**src/verilog/menu_pkg.sv**
```systemverilog
package menu_pkg;

	// Port number and port data share one width
	typedef logic [7:0] port_t;

	////////////////////////////////////////
	// Write ports
	////////////////////////////////////////
	// Mode select
	localparam port_t PORT_STATE = 8'h0B;
	// Play slot select
	localparam port_t PORT_FILE = 8'h0C;
	// Volume step
	localparam port_t PORT_VOL = 8'h04;
	// Record start or stop
	localparam port_t PORT_RECORD = 8'h05;

	////////////////////////////////////////
	// Read ports
	////////////////////////////////////////
	localparam port_t PORT_SWITCHES = 8'h00;
	localparam port_t PORT_SELECT = 8'h08;
	localparam port_t PORT_BACK = 8'h09;
	localparam port_t PORT_PAUSE = 8'h0A;
	// Same number as PORT_STATE, read side
	localparam port_t PORT_MESSAGES = 8'h0B;

	// Menu modes, codes as written by the processor
	typedef enum logic [2:0] {
		MAIN   = 3'd0,
		PLAY   = 3'd1,
		RECORD = 3'd2,
		DELONE = 3'd3,
		DELALL = 3'd4,
		VOL    = 3'd5
	} menu_mode_e;

	// Volume level and its limits
	typedef logic [3:0] volume_t;
	localparam volume_t VOL_MIN = 4'd1;
	localparam volume_t VOL_MAX = 4'd15;
	localparam volume_t VOL_RESET = 4'd1;

	// Data codes on the volume and record ports
	localparam port_t VOL_UP_CODE = 8'h01;
	localparam port_t VOL_DOWN_CODE = 8'h02;
	localparam port_t REC_STOP_CODE = 8'h00;

endpackage

```
**src/verilog/memory_pkg.sv**
```systemverilog
package memory_pkg;

	////////////////////////////////////////
	// RAM word port
	////////////////////////////////////////
	localparam int ADDR_W = 26;
	localparam int SAMPLE_W = 16;

	// Word address into the external RAM
	typedef logic [ADDR_W-1:0] ram_addr_t;
	// One audio sample, one RAM word
	typedef logic [SAMPLE_W-1:0] sample_t;

	////////////////////////////////////////
	// Message slots
	////////////////////////////////////////
	localparam int NUM_SLOTS = 5;
	// Five equal slots over the full address space
	localparam int SLOT_WORDS_DEFAULT = (2 ** ADDR_W) / NUM_SLOTS;

	// Slot index, only 0 to 4 are valid
	typedef logic [2:0] slot_t;
	// One flag per slot, set once something was recorded there
	typedef logic [NUM_SLOTS-1:0] slot_flags_t;

	// Sequencer states
	// Playback walks READ_REQ, READ_WAIT, READ_ACK per word
	// Recording walks REC_WAIT, REC_WRITE per sample
	typedef enum logic [2:0] {
		IDLE      = 3'd0,
		READ_REQ  = 3'd1,
		READ_WAIT = 3'd2,
		READ_ACK  = 3'd3,
		REC_WAIT  = 3'd4,
		REC_WRITE = 3'd5
	} seq_state_e;

endpackage

```
**src/verilog/pb_write_if.sv**
```systemverilog
`timescale 1ns/1ps

// Decoded processor writes, one strobe per write port
interface pb_write_if import menu_pkg::*; ();

	// Single cycle strobes, high with write_strobe on the matching port
	logic state_wr;
	logic file_wr;
	logic vol_wr;
	logic rec_wr;
	// Processor out_port, valid with any strobe
	port_t data;

	modport decoder (
		output state_wr, file_wr, vol_wr, rec_wr, data
	);

	modport registers (
		input state_wr, file_wr, vol_wr, rec_wr, data
	);

endinterface

```
**src/verilog/cmd_if.sv**
```systemverilog
`timescale 1ns/1ps

// Start and stop commands from the menu registers to the sequencer
interface cmd_if import memory_pkg::*; ();

	// Start playback of slot
	logic play_start;
	// Start recording into slot
	logic rec_start;
	// Abort whatever the sequencer is doing
	logic stop;
	// Target slot, valid with either start pulse
	slot_t slot;

	modport registers (
		output play_start, rec_start, stop, slot
	);

	modport sequencer (
		input play_start, rec_start, stop, slot
	);

endinterface

```
**src/verilog/port_decoder.sv**
```systemverilog
`timescale 1ns/1ps

module port_decoder import menu_pkg::*, memory_pkg::*; (
	input  logic        clk,
	input  logic        pb_reset,
	// Processor bus
	input  port_t       port_id,
	input  port_t       out_port,
	input  logic        write_strobe,
	output port_t       in_port,
	// Panel inputs
	input  logic [5:0]  switches,
	input  logic        select,
	input  logic        back,
	input  logic        pause_play,
	// Recorded slots
	input  slot_flags_t message_flags,
	pb_write_if.decoder wr
);

	////////////////////////////////////////
	// Write side
	////////////////////////////////////////

	// Strobes follow write_strobe in the same cycle
	assign wr.state_wr = write_strobe && (port_id == PORT_STATE);
	assign wr.file_wr = write_strobe && (port_id == PORT_FILE);
	assign wr.vol_wr = write_strobe && (port_id == PORT_VOL);
	assign wr.rec_wr = write_strobe && (port_id == PORT_RECORD);
	// Data goes straight through, the strobes qualify it
	assign wr.data = out_port;

	////////////////////////////////////////
	// Read side
	////////////////////////////////////////

	// Registered mux, in_port settles one cycle after port_id
	always_ff @(posedge clk or posedge pb_reset) begin
		if (pb_reset) begin
			in_port <= '0;
		end else begin
			case (port_id)
				PORT_SWITCHES: in_port <= port_t'(switches);
				// Single buttons sit in bit 0
				PORT_SELECT:   in_port <= port_t'(select);
				PORT_BACK:     in_port <= port_t'(back);
				PORT_PAUSE:    in_port <= port_t'(pause_play);
				// One bit per slot, slot 0 in bit 0
				PORT_MESSAGES: in_port <= port_t'(message_flags);
				// Unknown ports read as zero
				default:       in_port <= '0;
			endcase
		end
	end

endmodule

```
**src/verilog/menu_registers.sv**
```systemverilog
`timescale 1ns/1ps

module menu_registers import menu_pkg::*, memory_pkg::*; (
	input  logic          clk,
	input  logic          pb_reset,
	pb_write_if.registers wr,
	output volume_t       volume_level,
	cmd_if.registers      cmd
);

	menu_mode_e mode;

	// Decoded command conditions, checked against the current mode
	logic play_hit;
	logic rec_hit;
	logic rec_stop_hit;
	logic vol_up_hit;
	logic vol_down_hit;

	// Play takes slot 0 to 4 directly
	assign play_hit = wr.file_wr && (mode == PLAY) && (wr.data < NUM_SLOTS);
	// Record takes slot 1 to 5, zero is the stop code
	assign rec_hit = wr.rec_wr && (mode == RECORD) && (wr.data >= 1) && (wr.data <= NUM_SLOTS);
	assign rec_stop_hit = wr.rec_wr && (mode == RECORD) && (wr.data == REC_STOP_CODE);
	// Volume only moves in VOL mode and never past the limits
	assign vol_up_hit = wr.vol_wr && (mode == VOL) && (wr.data == VOL_UP_CODE)
		&& (volume_level != VOL_MAX);
	assign vol_down_hit = wr.vol_wr && (mode == VOL) && (wr.data == VOL_DOWN_CODE)
		&& (volume_level != VOL_MIN);

	////////////////////////////////////////
	// Mode and volume
	////////////////////////////////////////

	always_ff @(posedge clk or posedge pb_reset) begin
		if (pb_reset) begin
			mode <= MAIN;
			volume_level <= VOL_RESET;
		end else begin
			// Codes above VOL leave the mode alone
			if (wr.state_wr && (wr.data <= port_t'(VOL)))
				mode <= menu_mode_e'(wr.data[2:0]);
			// One step per write
			if (vol_up_hit)
				volume_level <= volume_level + 4'd1;
			else if (vol_down_hit)
				volume_level <= volume_level - 4'd1;
		end
	end

	////////////////////////////////////////
	// Command pulses
	////////////////////////////////////////

	// Each pulse lasts one cycle, the cycle after the write
	always_ff @(posedge clk or posedge pb_reset) begin
		if (pb_reset) begin
			cmd.play_start <= 1'b0;
			cmd.rec_start <= 1'b0;
			cmd.stop <= 1'b0;
		end else begin
			cmd.play_start <= play_hit;
			cmd.rec_start <= rec_hit;
			// Any mode change aborts playback or recording
			cmd.stop <= wr.state_wr || rec_stop_hit;
		end
	end

	// Slot index rides along with the start pulses
	always_ff @(posedge clk) begin
		if (play_hit)
			cmd.slot <= slot_t'(wr.data);
		else if (rec_hit)
			cmd.slot <= slot_t'(wr.data - 8'd1);
	end

endmodule

```
**src/verilog/audio_sequencer.sv**
```systemverilog
`timescale 1ns/1ps

module audio_sequencer import memory_pkg::*; #(
	parameter int SLOT_WORDS = SLOT_WORDS_DEFAULT
) (
	input  logic        clk,
	input  logic        pb_reset,
	cmd_if.sequencer    cmd,
	// RAM word port
	output ram_addr_t   ram_address,
	output sample_t     ram_write_data,
	output logic        ram_write_enable,
	output logic        ram_read_request,
	output logic        ram_read_ack,
	input  sample_t     ram_read_data,
	input  logic        ram_data_present,
	input  logic        ram_ready,
	// Sample streams
	input  sample_t     sample_in,
	input  logic        sample_valid,
	output sample_t     sample_out,
	output logic        sample_out_valid,
	output slot_flags_t message_flags
);

	seq_state_e state;
	// Slot bounds for the command on cmd_if
	ram_addr_t slot_base;
	ram_addr_t slot_last;
	// Bounds and slot of the running transfer
	ram_addr_t addr_last;
	slot_t cur_slot;
	// Read left outstanding by a stop, still to be acknowledged
	logic drain;
	logic drain_ack;
	logic start_any;

	// Base is slot times slot size, limit is the last word of the slot
	assign slot_base = ram_addr_t'(cmd.slot) * ram_addr_t'(SLOT_WORDS);
	assign slot_last = slot_base + ram_addr_t'(SLOT_WORDS - 1);
	assign start_any = cmd.play_start || cmd.rec_start;

	////////////////////////////////////////
	// Port outputs decoded from state
	////////////////////////////////////////
	assign ram_read_request = (state == READ_REQ);
	assign ram_read_ack = (state == READ_ACK) || drain_ack;
	// Only real playback acks carry a sample
	assign sample_out_valid = (state == READ_ACK);
	// Write goes out in the first cycle the RAM is ready
	assign ram_write_enable = (state == REC_WRITE) && ram_ready;

	////////////////////////////////////////
	// Sequencer FSM
	////////////////////////////////////////
	always_ff @(posedge clk or posedge pb_reset) begin
		if (pb_reset) begin
			state <= IDLE;
			ram_address <= '0;
			message_flags <= '0;
		end else begin
			case (state)
				IDLE: begin
					// New starts wait until a dropped read is acknowledged
					if (cmd.play_start && !drain) begin
						ram_address <= slot_base;
						state <= READ_REQ;
					end else if (cmd.rec_start && !drain) begin
						ram_address <= slot_base;
						state <= REC_WAIT;
					end
				end
				// Request is a single cycle
				READ_REQ: state <= READ_WAIT;
				READ_WAIT: begin
					if (ram_data_present)
						state <= READ_ACK;
				end
				READ_ACK: begin
					// Last word of the slot ends playback
					if (ram_address == addr_last) begin
						state <= IDLE;
					end else begin
						ram_address <= ram_address + ram_addr_t'(1);
						state <= READ_REQ;
					end
				end
				REC_WAIT: begin
					if (sample_valid)
						state <= REC_WRITE;
				end
				REC_WRITE: begin
					// Sample stays pending while the RAM is busy
					if (ram_ready) begin
						message_flags[cur_slot] <= 1'b1;
						if (ram_address == addr_last) begin
							state <= IDLE;
						end else begin
							ram_address <= ram_address + ram_addr_t'(1);
							state <= REC_WAIT;
						end
					end
				end
				default: state <= IDLE;
			endcase
			// Stop wins over every transition
			if (cmd.stop)
				state <= IDLE;
		end
	end

	// Payload captures
	always_ff @(posedge clk) begin
		if ((state == IDLE) && start_any) begin
			cur_slot <= cmd.slot;
			addr_last <= slot_last;
		end
		if ((state == READ_WAIT) && ram_data_present)
			sample_out <= ram_read_data;
		// Samples arriving in REC_WRITE are dropped here
		if ((state == REC_WAIT) && sample_valid)
			ram_write_data <= sample_in;
	end

	////////////////////////////////////////
	// Ack for reads cut off by stop
	////////////////////////////////////////
	// RAM holds data_present until acked, so this always sees it
	always_ff @(posedge clk or posedge pb_reset) begin
		if (pb_reset) begin
			drain <= 1'b0;
			drain_ack <= 1'b0;
		end else begin
			drain_ack <= drain && ram_data_present;
			if (cmd.stop && ((state == READ_REQ) || (state == READ_WAIT)))
				drain <= 1'b1;
			else if (drain && ram_data_present)
				drain <= 1'b0;
		end
	end

endmodule

```
**src/verilog/controller_top.sv**
```systemverilog
`timescale 1ns/1ps

module controller_top import menu_pkg::*, memory_pkg::*; #(
	parameter int SLOT_WORDS = SLOT_WORDS_DEFAULT
) (
	input  logic        clk,
	input  logic        pb_reset,
	// Processor port bus
	input  port_t       port_id,
	input  port_t       out_port,
	input  logic        write_strobe,
	output port_t       in_port,
	// Front panel
	input  logic [5:0]  switches,
	input  logic        select,
	input  logic        back,
	input  logic        pause_play,
	output volume_t     volume_level,
	// External word RAM
	output ram_addr_t   ram_address,
	output sample_t     ram_write_data,
	output logic        ram_write_enable,
	output logic        ram_read_request,
	output logic        ram_read_ack,
	input  sample_t     ram_read_data,
	input  logic        ram_data_present,
	input  logic        ram_ready,
	// Audio sample streams
	input  sample_t     sample_in,
	input  logic        sample_valid,
	output sample_t     sample_out,
	output logic        sample_out_valid,
	output slot_flags_t message_flags
);

	// Decoder to registers
	pb_write_if wr_bus ();
	// Registers to sequencer
	cmd_if cmd_bus ();

	port_decoder u_port_decoder (
		.clk           (clk),
		.pb_reset      (pb_reset),
		.port_id       (port_id),
		.out_port      (out_port),
		.write_strobe  (write_strobe),
		.in_port       (in_port),
		.switches      (switches),
		.select        (select),
		.back          (back),
		.pause_play    (pause_play),
		.message_flags (message_flags),
		.wr            (wr_bus.decoder)
	);

	menu_registers u_menu_registers (
		.clk          (clk),
		.pb_reset     (pb_reset),
		.wr           (wr_bus.registers),
		.volume_level (volume_level),
		.cmd          (cmd_bus.registers)
	);

	// Slot size comes from the top so simulation can shrink it
	audio_sequencer #(
		.SLOT_WORDS (SLOT_WORDS)
	) u_audio_sequencer (
		.clk              (clk),
		.pb_reset         (pb_reset),
		.cmd              (cmd_bus.sequencer),
		.ram_address      (ram_address),
		.ram_write_data   (ram_write_data),
		.ram_write_enable (ram_write_enable),
		.ram_read_request (ram_read_request),
		.ram_read_ack     (ram_read_ack),
		.ram_read_data    (ram_read_data),
		.ram_data_present (ram_data_present),
		.ram_ready        (ram_ready),
		.sample_in        (sample_in),
		.sample_valid     (sample_valid),
		.sample_out       (sample_out),
		.sample_out_valid (sample_out_valid),
		.message_flags    (message_flags)
	);

endmodule

```
**config.mk**
```make
export PLATFORM = sky130hd
export DESIGN_NAME = controller_top
export DESIGN_NICKNAME = d
export VERILOG_FILES = /design/src/verilog/menu_pkg.sv /design/src/verilog/memory_pkg.sv /design/src/verilog/pb_write_if.sv /design/src/verilog/cmd_if.sv /design/src/verilog/port_decoder.sv /design/src/verilog/menu_registers.sv /design/src/verilog/audio_sequencer.sv /design/src/verilog/controller_top.sv
export SDC_FILE = /design/constraint.sdc
export NUM_CORES = 1
export LEC_CHECK = 0
export ABC_CLOCK_PERIOD_IN_PS = 2630
export BUFFER_PORTS_ARGS = -buffer_cell sky130_fd_sc_hd__buf_2
export CAP_MARGIN = 20
export CORE_UTILIZATION = 45
export CTS_CLUSTER_DIAMETER = 120
export DETAILED_ROUTE_END_ITERATION = 10
export GPL_TIMING_DRIVEN = 0
export PLACE_DENSITY_LB_ADDON = 0.08
export SYNTH_ARGS = -nofsm -noshare
export SYNTH_HDL_FRONTEND = slang
export SYNTH_SLANG_ARGS = --single-unit
```
**constraint.sdc**
```tcl
create_clock -name clk -period 2.63 [get_ports clk]
set_input_delay 0.526 -clock clk [delete_from_list [all_inputs] [get_ports clk]]
set_output_delay 0.526 -clock clk [all_outputs]
set_load 0.005 [all_outputs]
```
==> results.json, run 1 <==
{
  "outcome": "finished, final reports clean",
  "min_period_ns": 2.50,
  "startpoint": "u_menu_registers.cmd.slot[0]",
  "setup_viol": 0,
  "layout-drive-gt1-share_pct": 30.7,
  "p_per_area_nw_per_um2": 916,
  "fin_crit_sh_pct": 94.9,
  "fillers": 1098,
  "start_util_pct": 46.1,
  "dpl_cell_area_um2": 6760,
  "cts_sinks": 113,
  "antenna_cells": 0,
  "worst_path_dominant_cell_family": "adder cells",
  "cp-endpoint": "u_audio_sequencer.addr_last[23]",
  "cts_root_buf": "clkbuf_16",
  "synth_edf_count": 61,
  "cts_tree": "yes",
  "r2r_setup_slack_ns": 0.13,
  "synth_top_area_cell": "edfxtp_1",
  "dp.cells": 857,
  "synth_seq_cells": 113,
  "worst_ep_required_time_ns": 2.79,
  "avgRoutedWirePerCell_um": 16.1,
  "layout_setup_ws_ns": 0.134,
  "viasPerCell": 5.50,
  "multi_input_area_um2": 2550,
  "synth_top_area_share_pct": 31.6,
  "ys_async_sr_fraction_pct": 46.0,
  "cts_buffers": 17,
  "yosysWarnings": 0,
  "fmax_mhz": 401,
  "rows": 41,
  "tightest_slew_ns": 0.736,
  "dp_hpwl_um": 10800,
  "reg2reg_depth": 9,
  "finalNonFillerCells": 894,
  "clk_latency_ns": 0.41,
  "crit_arrival_ns": 2.65,
  "crit_type": "flop to flop",
  "cts_hold_buf": 0,
  "cts_max_path_buffers": 2,
  "ys_types": 68,
  "hp-class": "primary input to asynchronous set/reset pin",
  "critical_path_buf_inv_count": 1,
  "cp_max_fo": 7,
  "r2r_end": "u_audio_sequencer.addr_last[23]",
  "drt_iter0_markers": 406,
  "end_kind": "flop",
  "cpMaxStageDelayCell": "edfxtp_1",
  "grt_pass1_wl_um": 23100,
  "finClkSkew_ns": 0.00577,
  "die_w_um": 115,
  "core_area_um2": 12600,
  "areaGrowthSynthToFinish_pct": 29.6,
  "crit_chain": "ha_2 > inv_1 > ha_2 > a21oi_4 > xnor2_2 > nor2_2 > o21ai_0 > a21oi_1 > nor2_1",
  "antenna_found_initial": 0,
  "wl_um": 14400,
  "power_leakage_nw": 3.14,
  "grt.total_usage_pct": 22.9,
  "netlist_instances": 542,
  "dp_slack_ns": -0.200,
  "final_nets": 787,
  "finish.utilization_pct": 59.7,
  "ios": 142,
  "synth_ff_type": "edfxtp_1",
  "cp-start-kind": "flop",
  "via_count": 4915,
  "r2r-start": "u_menu_registers.cmd.slot[0]",
  "drv_cap": 0,
  "port_buffers": 139,
  "drc": 0,
  "seq_area_frac_synth_pct": 54.1,
  "grt_overflow": 0,
  "synth_area_um2": 5790,
  "synth_area_leaders": "edfxtp_1 (32%), dfrtp_1 (22%), xnor2_1 (6.1%)",
  "vdd_drop_max_uv": 500,
  "post-synth-top-count-cell": "edfxtp_1",
  "postRouteAntennaNets": 0,
  "synth_common_cells": "edfxtp_1 (61), dfrtp_1 (51), nor2_1 (47)",
  "crit_cells": 9,
  "grt_pass1_vias": 4549,
  "hold_viol": 0,
  "firstDrtPassIters": 5,
  "dieArea_um2": 13300,
  "maxSlewViolCount": 0,
  "max_stage_delay_ns": 0.49,
  "die_h_um": 115,
  "design_area_um2": 7500,
  "htree_levels": 4,
  "clk_pin_slew_ns": 0.05,
  "grt_start_max_net_pins": 31,
  "routabilityCongestion": 0.913,
  "relSlewSlack_pct": 50.5,
  "path_common_cell": "ha_2",
  "totalPowerFinal_mw": 6.88,
  "synth_area_per_cell_um2": 10.7,
  "regArea_um2": 3130
}
==> layout by cell type, fill, tap and decap left out, types with 7 or more instances in the layout <==
| master | count |
|---|---|
| buf_2 | 147 |
| edfxtp_1 | 61 |
| dfrtp_1 | 51 |
| nand2_1 | 46 |
| nor2_1 | 45 |
| xnor2_1 | 36 |
| a21oi_1 | 36 |
| o21ai_0 | 34 |
| inv_1 | 18 |
| clkbuf_16 | 17 |
| nand3_1 | 16 |
| clkbuf_1 | 15 |
| nand4_1 | 13 |
| ha_1 | 12 |
| and3_1 | 11 |
| nor3_1 | 10 |
| buf_4 | 10 |
| nand2b_1 | 7 |
==> worst register-to-register path: cells and delay by family, from the launching register on <==
kind            cells  cell delay [ns]
fa+ha+maj           2             0.70
compound gates      3             0.51
flops               1             0.49
simple gates        2             0.27
buf+inv             1             0.15
xor+xnor            1             0.12
==> worst min-delay path by stage <==
stage | start | to | slack (ns) | cells past startpoint
3_3_place_gp | u_audio_sequencer.message_flags[0] | u_audio_sequencer.message_flags[0] | 0.49 | 1
5_1_grt | pb_reset | u_port_decoder.in_port[4] | 0.21 | 2
6_report | pb_reset | u_port_decoder.in_port[4] | 0.16 | 2
2_1_floorplan | u_menu_registers.cmd.slot[2] | u_audio_sequencer.cur_slot[2] | 0.46 | 0
4_1_cts | pb_reset | u_port_decoder.in_port[4] | 0.17 | 2
3_5_place_dp | u_audio_sequencer.message_flags[0] | u_audio_sequencer.message_flags[0] | 0.50 | 1
==> power breakdown <==
group / internal (mW) / switching [mW]
Sequential: 2.20 / 0.378
Clock: 1.67 / 0.760
Combinational: 0.798 / 1.07
Total: 4.67 / 2.21
==> routing by layer <==
layer	vias up	share of wire, %	wire length [um]	track usage (%)
met2	214	46	6590	35.4
li1	2327	-	-	-
met3	18	7.1	1030	5.02
met5	-	0	0	0
met4	0	1.2	176	8.48
met1	2356	46	6610	31.7
==> repair_timing <==
action,CTS,global route
buffers inserted,0,6
cloned,0,0
resized for setup,7,8
endpoints found under the setup margin,15,19
pin swaps,0,2
==> layout make-up <==
class,count,area share (%)
Tap cell,172,2.87
Multi-Input combinational cell,385,34.0
Clock inverter,12,2.52
Clock buffer,20,5.82
Timing Repair Buffer,148,10.5
Inverter,19,0.950
Buffer,25,1.60
Sequential cell,113,41.8
==> stage by stage <==
step / setup TNS [ns] / hold WS (ns)
final: 0 / 0.162
after global routing: -0.00276 / 0.209
after CTS: 0 / 0.175
after detailed placement: -1.12 / 0.497
after global placement: -1.45 / 0.485
after floorplan: 0 / 0.459
==> flip-flops by register name (all words and copies together) (netlist names), 3 cells and up <==
signal,count
u_audio_sequencer.addr_last,23
u_menu_registers.volume_level,4
u_audio_sequencer.state,3
u_port_decoder.in_port,6
u_audio_sequencer.sample_out,16
u_menu_registers.mode,3
u_audio_sequencer.cur_slot,3
u_audio_sequencer.ram_write_data,16
u_menu_registers.cmd.slot,3
u_audio_sequencer.ram_address,26
u_audio_sequencer.message_flags,5
==> kinds of logic (layout without fill, tap and decap cells) <==
group / Yosys count / in the layout / share of synthesized area, %
AOI/OAI and AO/OA: 134 / 134 / 15.1
muxes: 3 / 3 / 0.540
adders and majority gates: 15 / 15 / 3.24
other: 1 / 2 / 0.0648
xor gates and xnor gates: 44 / 44 / 6.66
DFF: 113 / 113 / 54.1
and+or+nand+nor: 187 / 187 / 16.9
buffers and inverters: 45 / 224 / 3.35
(Power assumes the default switching activity.)
==> inputs of run 2 (changes only) <==
- ABC_CLOCK_PERIOD_IN_PS: 2630 -> 2800
- clock period: 2.63 -> 2.8 ns (I/O delays scaled with it)
==> run 2 against run 1 <==
Utilization down 0.72 points. First-iteration DRC count down 28%. Non-clock buffer count is 1 lower. Hold slack gained 0.016 ns. Sequential share of layout area increased by 0.51 points. Critical endpoint unchanged.
==> results.json, run 2 (synthesis gave the netlist of run 1 again) <==
{
  "max_stage_delay_ns": 0.40,
  "dp_hpwl_um": 10700,
  "crit_chain": "inv_1 > ha_1 > inv_1 > ha_1 > ha_1 > a21oi_4 > xnor2_2 > nor2_2 > o21ai_0 > a21oi_1 > nor2_1",
  "min_period_ns": 2.63,
  "path_common_cell": "ha_1",
  "multi_input_area_um2": 2510,
  "worst_ep_required_time_ns": 2.96,
  "outcome": "finished, final reports clean",
  "dieArea_um2": 13300,
  "cts_root_buf": "clkbuf_16",
  "r2r-start": "u_menu_registers.cmd.slot[1]",
  "wl_um": 14200,
  "whs_ns": 0.178,
  "use_met1_pct": 29.9,
  "regArea_um2": 3130,
  "cts_max_path_buffers": 2,
  "rows": 41,
  "tightest_slew_ns": 0.751,
  "final_common_cell": "buf_2",
  "cp-start-kind": "flop",
  "ios": 142,
  "fmax_mhz": 380,
  "hold_viol": 0,
  "setup_viol": 0,
  "drv_cap": 0,
  "layout_setup_ws_ns": 0.170,
  "reg2reg_depth": 11,
  "r2r_end": "u_audio_sequencer.addr_last[23]",
  "r2r_setup_slack_ns": 0.17,
  "grt_overflow": 0,
  "fin_crit_sh_pct": 93.9,
  "drt_iter0_markers": 293,
  "cts_buffers": 17,
  "port_buffers": 139,
  "finish.utilization_pct": 59.0,
  "layout_common_cells": "buf_2 (147), edfxtp_1 (61), dfrtp_1 (51)",
  "vdd_drop_max_uv": 453,
  "grt_start_max_net_pins": 32,
  "layout-drive-gt1-share_pct": 29.8,
  "cts_hold_buf": 0,
  "postRouteAntennaNets": 0,
  "antenna_found_initial": 0,
  "finalSetupTns_ns": 0,
  "regMostFlops": "u_audio_sequencer.ram_address",
  "start_util_pct": 46.1,
  "maxSlewViolCount": 0,
  "hp-class": "primary input to asynchronous set/reset pin",
  "grt_pass1_wl_um": 23000,
  "routabilityCongestion": 0.889,
  "grt_util_met3_pct": 7.06,
  "grt.total_usage_pct": 23.0,
  "clk_latency_ns": 0.42,
  "crit_arrival_ns": 2.79,
  "cpMaxStageDelayCell": "edfxtp_1",
  "p_per_area_nw_per_um2": 845,
  "crit_type": "flop to flop",
  "die_h_um": 115,
  "largest_reg_flops": 26,
  "grt.busiest_layer": "met2",
  "worst_path_dominant_cell_family": "adder cells",
  "htree_levels": 4,
  "areaGrowthSynthToFinish_pct": 28.1,
  "final_nets": 786,
  "fillers": 1085,
  "grt_pass1_vias": 4629,
  "antenna_cells": 0,
  "avgRoutedWirePerCell_um": 15.9,
  "clk_pin_slew_ns": 0.06,
  "cts_sinks": 113,
  "cts_tree": "yes",
  "critical_path_buf_inv_count": 2,
  "die_w_um": 115,
  "firstDrtPassIters": 6,
  "end_kind": "flop",
  "dp_slack_ns": -0.0237,
  "finClkSkew_ns": 0.0132,
  "cp_max_fo": 5,
  "reg.largest.list": "u_audio_sequencer.ram_address x26, u_audio_sequencer.addr_last x23",
  "power_leakage_nw": 3.10,
  "via_count": 4798,
  "viasPerCell": 5.37,
  "drc": 0,
  "relSlewSlack_pct": 49.6,
  "core_area_um2": 12600,
  "grt_util_met2_pct": 35.4
}
==> run 2: per-layer routing <==
layer	share of wire (%)	wire (um)
met1	46	6510
met4	2.0	282
met5	0	0
met3	7.4	1050
met2	45	6370
==> run 2: how the worst max path moves through the flow <==
stage | start | to | cells past startpoint | slack, ns
final | u_menu_registers.cmd.slot[1] | u_audio_sequencer.addr_last[23] | 11 | 0.17
after global routing | u_menu_registers.cmd.slot[1] | u_audio_sequencer.addr_last[22] | 10 | -0.02
after CTS | u_menu_registers.cmd.slot[1] | u_audio_sequencer.ram_address[21] | 10 | -0.02
after detailed placement | u_menu_registers.cmd.slot[0] | u_audio_sequencer.ram_address[21] | 8 | -0.02
after global placement | u_audio_sequencer.state[0] | u_audio_sequencer.ram_address[24] | 7 | -0.78
after floorplan | u_audio_sequencer.state[0] | u_audio_sequencer.sample_out[0] | 5 | 0.004
==> run 2: stage by stage <==
step           instance area [um2]  power, mW  instances
2_1_floorplan                 5790       3.46        543
3_3_place_gp                  6700       4.14        854
3_5_place_dp                  6760       4.16        857
4_1_cts                       7340       6.29        889
5_1_grt                       7410       6.65        893
6_report                      7410       6.27        893
==> run 2: worst reg2reg max path: cells and delay by family (launching register included) <==
| family | cells | cell delay [ns] |
|---|---|---|
| simple gates | 2 | 0.28 |
| fa+ha+maj | 3 | 0.88 |
| buf+inv | 2 | 0.13 |
| compound gates | 3 | 0.56 |
| flops | 1 | 0.40 |
| xor+xnor | 1 | 0.13 |
==> run 2: report_power, final <==
group / leakage, nW / internal (mW) / switching (mW)
clock: 0.281 / 1.38 / 0.729
sequential: 1.19 / 2.07 / 0.353
combinational: 1.63 / 0.750 / 0.991
total: 3.10 / 4.19 / 2.07
==> run 2: timing repair <==
| item | 4_1_cts | 5_1_grt |
|---|---|---|
| pin swaps | 0 | 1 |
| setup buffers | 0 | 5 |
| setup endpoints to repair | 3 | 16 |
| resized for setup | 1 | 6 |
==> run 2: final cells by class <==
| class | count | area share (%) |
|---|---|---|
| flip-flops and latches | 113 | 42.3 |
| multi-input cells | 385 | 33.9 |
| repair buffers | 147 | 10.5 |
| clock buffers | 22 | 6.41 |
| well taps | 172 | 2.90 |
| plain buffers | 25 | 1.60 |
| clock inverters | 10 | 1.47 |
| inverters | 19 | 0.962 |
==> inputs of run 3 (changes only) <==
- CORE_MARGIN: unset -> 8
- CORE_UTILIZATION: 45 -> 54
==> run 3 against run 2 <==
Maximum frequency shrank 0.50%. Power grew 1.8%. Hold slack lost 0.089 ns. Clock power grew 2%. Via count grew 3.1%. Sequential power is essentially flat. Largest cell class unchanged. Largest power group unchanged.
==> results.json, run 3 (synthesis gave the netlist of run 1 again) <==
{
  "p_per_area_nw_per_um2": 862,
  "via_count": 4949,
  "drt_iter0_markers": 400,
  "cp-start-kind": "flop",
  "drv_cap": 0,
  "dp.cells": 825,
  "largest_reg_flops": 26,
  "finClkSkew_ns": 0.0107,
  "maxSlewViolCount": 0,
  "port_buffers": 139,
  "rows": 38,
  "layout-drive-gt1-share_pct": 30.5,
  "fillers": 849,
  "reg.largest.list": "u_audio_sequencer.ram_address x26, u_audio_sequencer.addr_last x23",
  "postRouteAntennaNets": 0,
  "grt.total_usage_pct": 22.1,
  "hold_viol": 0,
  "die_w_um": 120,
  "finish.utilization_pct": 69.5,
  "relSlewSlack_pct": 40.2,
  "core_area_um2": 10700,
  "grt_start_max_net_pins": 31,
  "p_seq_share_pct": 38.2,
  "clk_latency_ns": 0.52,
  "p_switching_mw": 2.16,
  "setup_viol": 0,
  "grt_overflow": 0,
  "fin_crit_sh_pct": 94.4,
  "start_util_pct": 54.4,
  "areaGrowthSynthToFinish_pct": 27.8,
  "r2r_setup_slack_ns": 0.16,
  "routabilityCongestion": 0.943,
  "min_period_ns": 2.64,
  "power.internal_mw": 4.22,
  "die_h_um": 120,
  "ios": 142,
  "cts_buffers": 17,
  "cp_max_fo": 4,
  "dieArea_um2": 14300,
  "r2r-start": "u_menu_registers.cmd.slot[1]",
  "vdd_drop_max_uv": 476,
  "clk_pin_slew_ns": 0.06,
  "hp-class": "primary input to asynchronous set/reset pin",
  "cts_root_buf": "clkbuf_8",
  "finalNonFillerCells": 859,
  "layout_common_cells": "buf_2 (147), edfxtp_1 (61), dfrtp_1 (51)",
  "power_leakage_nw": 3.11,
  "drc": 0,
  "antenna_found_initial": 0,
  "firstDrtPassIters": 5,
  "power_frac_clock_pct": 33.7,
  "crit_type": "flop to flop",
  "antenna_cells": 0,
  "power_frac_comb_pct": 28.1,
  "wl_um": 15800,
  "regArea_um2": 3130,
  "cts_tree": "yes",
  "cts_sinks": 113,
  "fmax_mhz": 378,
  "crit_arrival_ns": 2.91,
  "tightest_slew_ns": 0.890,
  "reg2reg_depth": 11,
  "worst_ep_required_time_ns": 3.07,
  "end_kind": "flop",
  "regMostFlops": "u_audio_sequencer.ram_address",
  "dp_hpwl_um": 11800,
  "whs_ns": 0.0889,
  "r2r_end": "u_audio_sequencer.addr_last[15]",
  "htree_levels": 4,
  "swShare_pct": 33.9,
  "grt_pass1_wl_um": 25200,
  "multi_input_area_um2": 2530,
  "avgRoutedWirePerCell_um": 18.4,
  "grt_pass1_vias": 4841,
  "outcome": "finished, final reports clean",
  "final_nets": 784,
  "final_common_cell": "buf_2",
  "cts_max_path_buffers": 2,
  "viasPerCell": 5.76,
  "cts_hold_buf": 0
}
run 3: changes by cell type in the layout (fill, tap and decap cells not counted), moves of 2 or more:
cell,previous run,this run
clkbuf_16,18,16
clkbuf_1,16,13
buf_4,9,7
clkinv_2,4,2
clkinv_4,0,4
clkbuf_8,1,3
run 3: worst max path at each step:
stage	startpoint	endpoint	slack [ns]	depth (start not counted)
2_1_floorplan	u_audio_sequencer.state[0]	u_audio_sequencer.sample_out[0]	0.004	5
3_3_place_gp	u_audio_sequencer.state[0]	u_audio_sequencer.ram_address[24]	-0.79	7
3_5_place_dp	u_menu_registers.cmd.slot[0]	u_audio_sequencer.addr_last[15]	-0.06	9
4_1_cts	u_menu_registers.cmd.slot[1]	u_audio_sequencer.addr_last[15]	0.06	11
5_1_grt	u_menu_registers.cmd.slot[1]	u_audio_sequencer.addr_last[21]	-0.01	9
6_report	u_menu_registers.cmd.slot[1]	u_audio_sequencer.addr_last[15]	0.16	11
run 3: power by group through the flow:
stage | sequential [mW] | combinational, mW | clock, mW
finish | 2.44 | 1.79 | 2.15
global route | 2.47 | 1.97 | 2.25
CTS | 2.43 | 1.77 | 2.18
detailed placement | 2.46 | 1.77 | 0
global placement | 2.45 | 1.73 | 0
floorplan | 2.38 | 1.08 | 0
run 3: area by class of cell:
type                       count  area share (%)
clock buffer                  19            5.97
inverter                      19           0.964
buffer                        25            1.61
tap                          140            2.37
multi-input combinational    385            34.2
sequential                   113            42.4
clock inverter                13            2.18
timing repair buffer         145            10.3
run 3: metal layers:
metal  share of wire [%]  routed length, um  track usage (%)  vias to the layer above
li1                    -                  -                -                     2323
met1                  44               6910             28.2                     2363
met2                  47               7380             35.5                      236
met3                 8.2               1300             6.95                       27
met4                 1.5                240             6.71                        0
met5                   0                  0                0                        -
run 3: worst max-delay path: stages (launching register included):
cell,delay (ns)
edfxtp_1,0.39
inv_1,0.09
ha_1,0.29
inv_1,0.04
ha_1,0.36
ha_2,0.24
a21oi_4,0.23
xnor2_2,0.13
nor2_2,0.20
o21ai_0,0.13
a21oi_1,0.22
nor2_1,0.08
run 3: per-stage QoR:
step	TNS [ns]	power, mW	area, um2	worst slack, ns
3_3_place_gp	-17.78	4.18	6660	-0.793
5_1_grt	-0.0186	6.69	7400	-0.0102
4_1_cts	0	6.38	7340	0.0633
6_report	0	6.38	7400	0.157
3_5_place_dp	-0.108	4.22	6720	-0.0588
2_1_floorplan	0	3.46	5790	0.00384
run 3: timing repair:
item,4_1_cts,5_1_grt
setup endpoints to repair,4,11
endpoints found under the hold margin,0,0
pin swaps,0,2
gates resized for setup,4,7
cloned,0,0
setup buffers,0,3
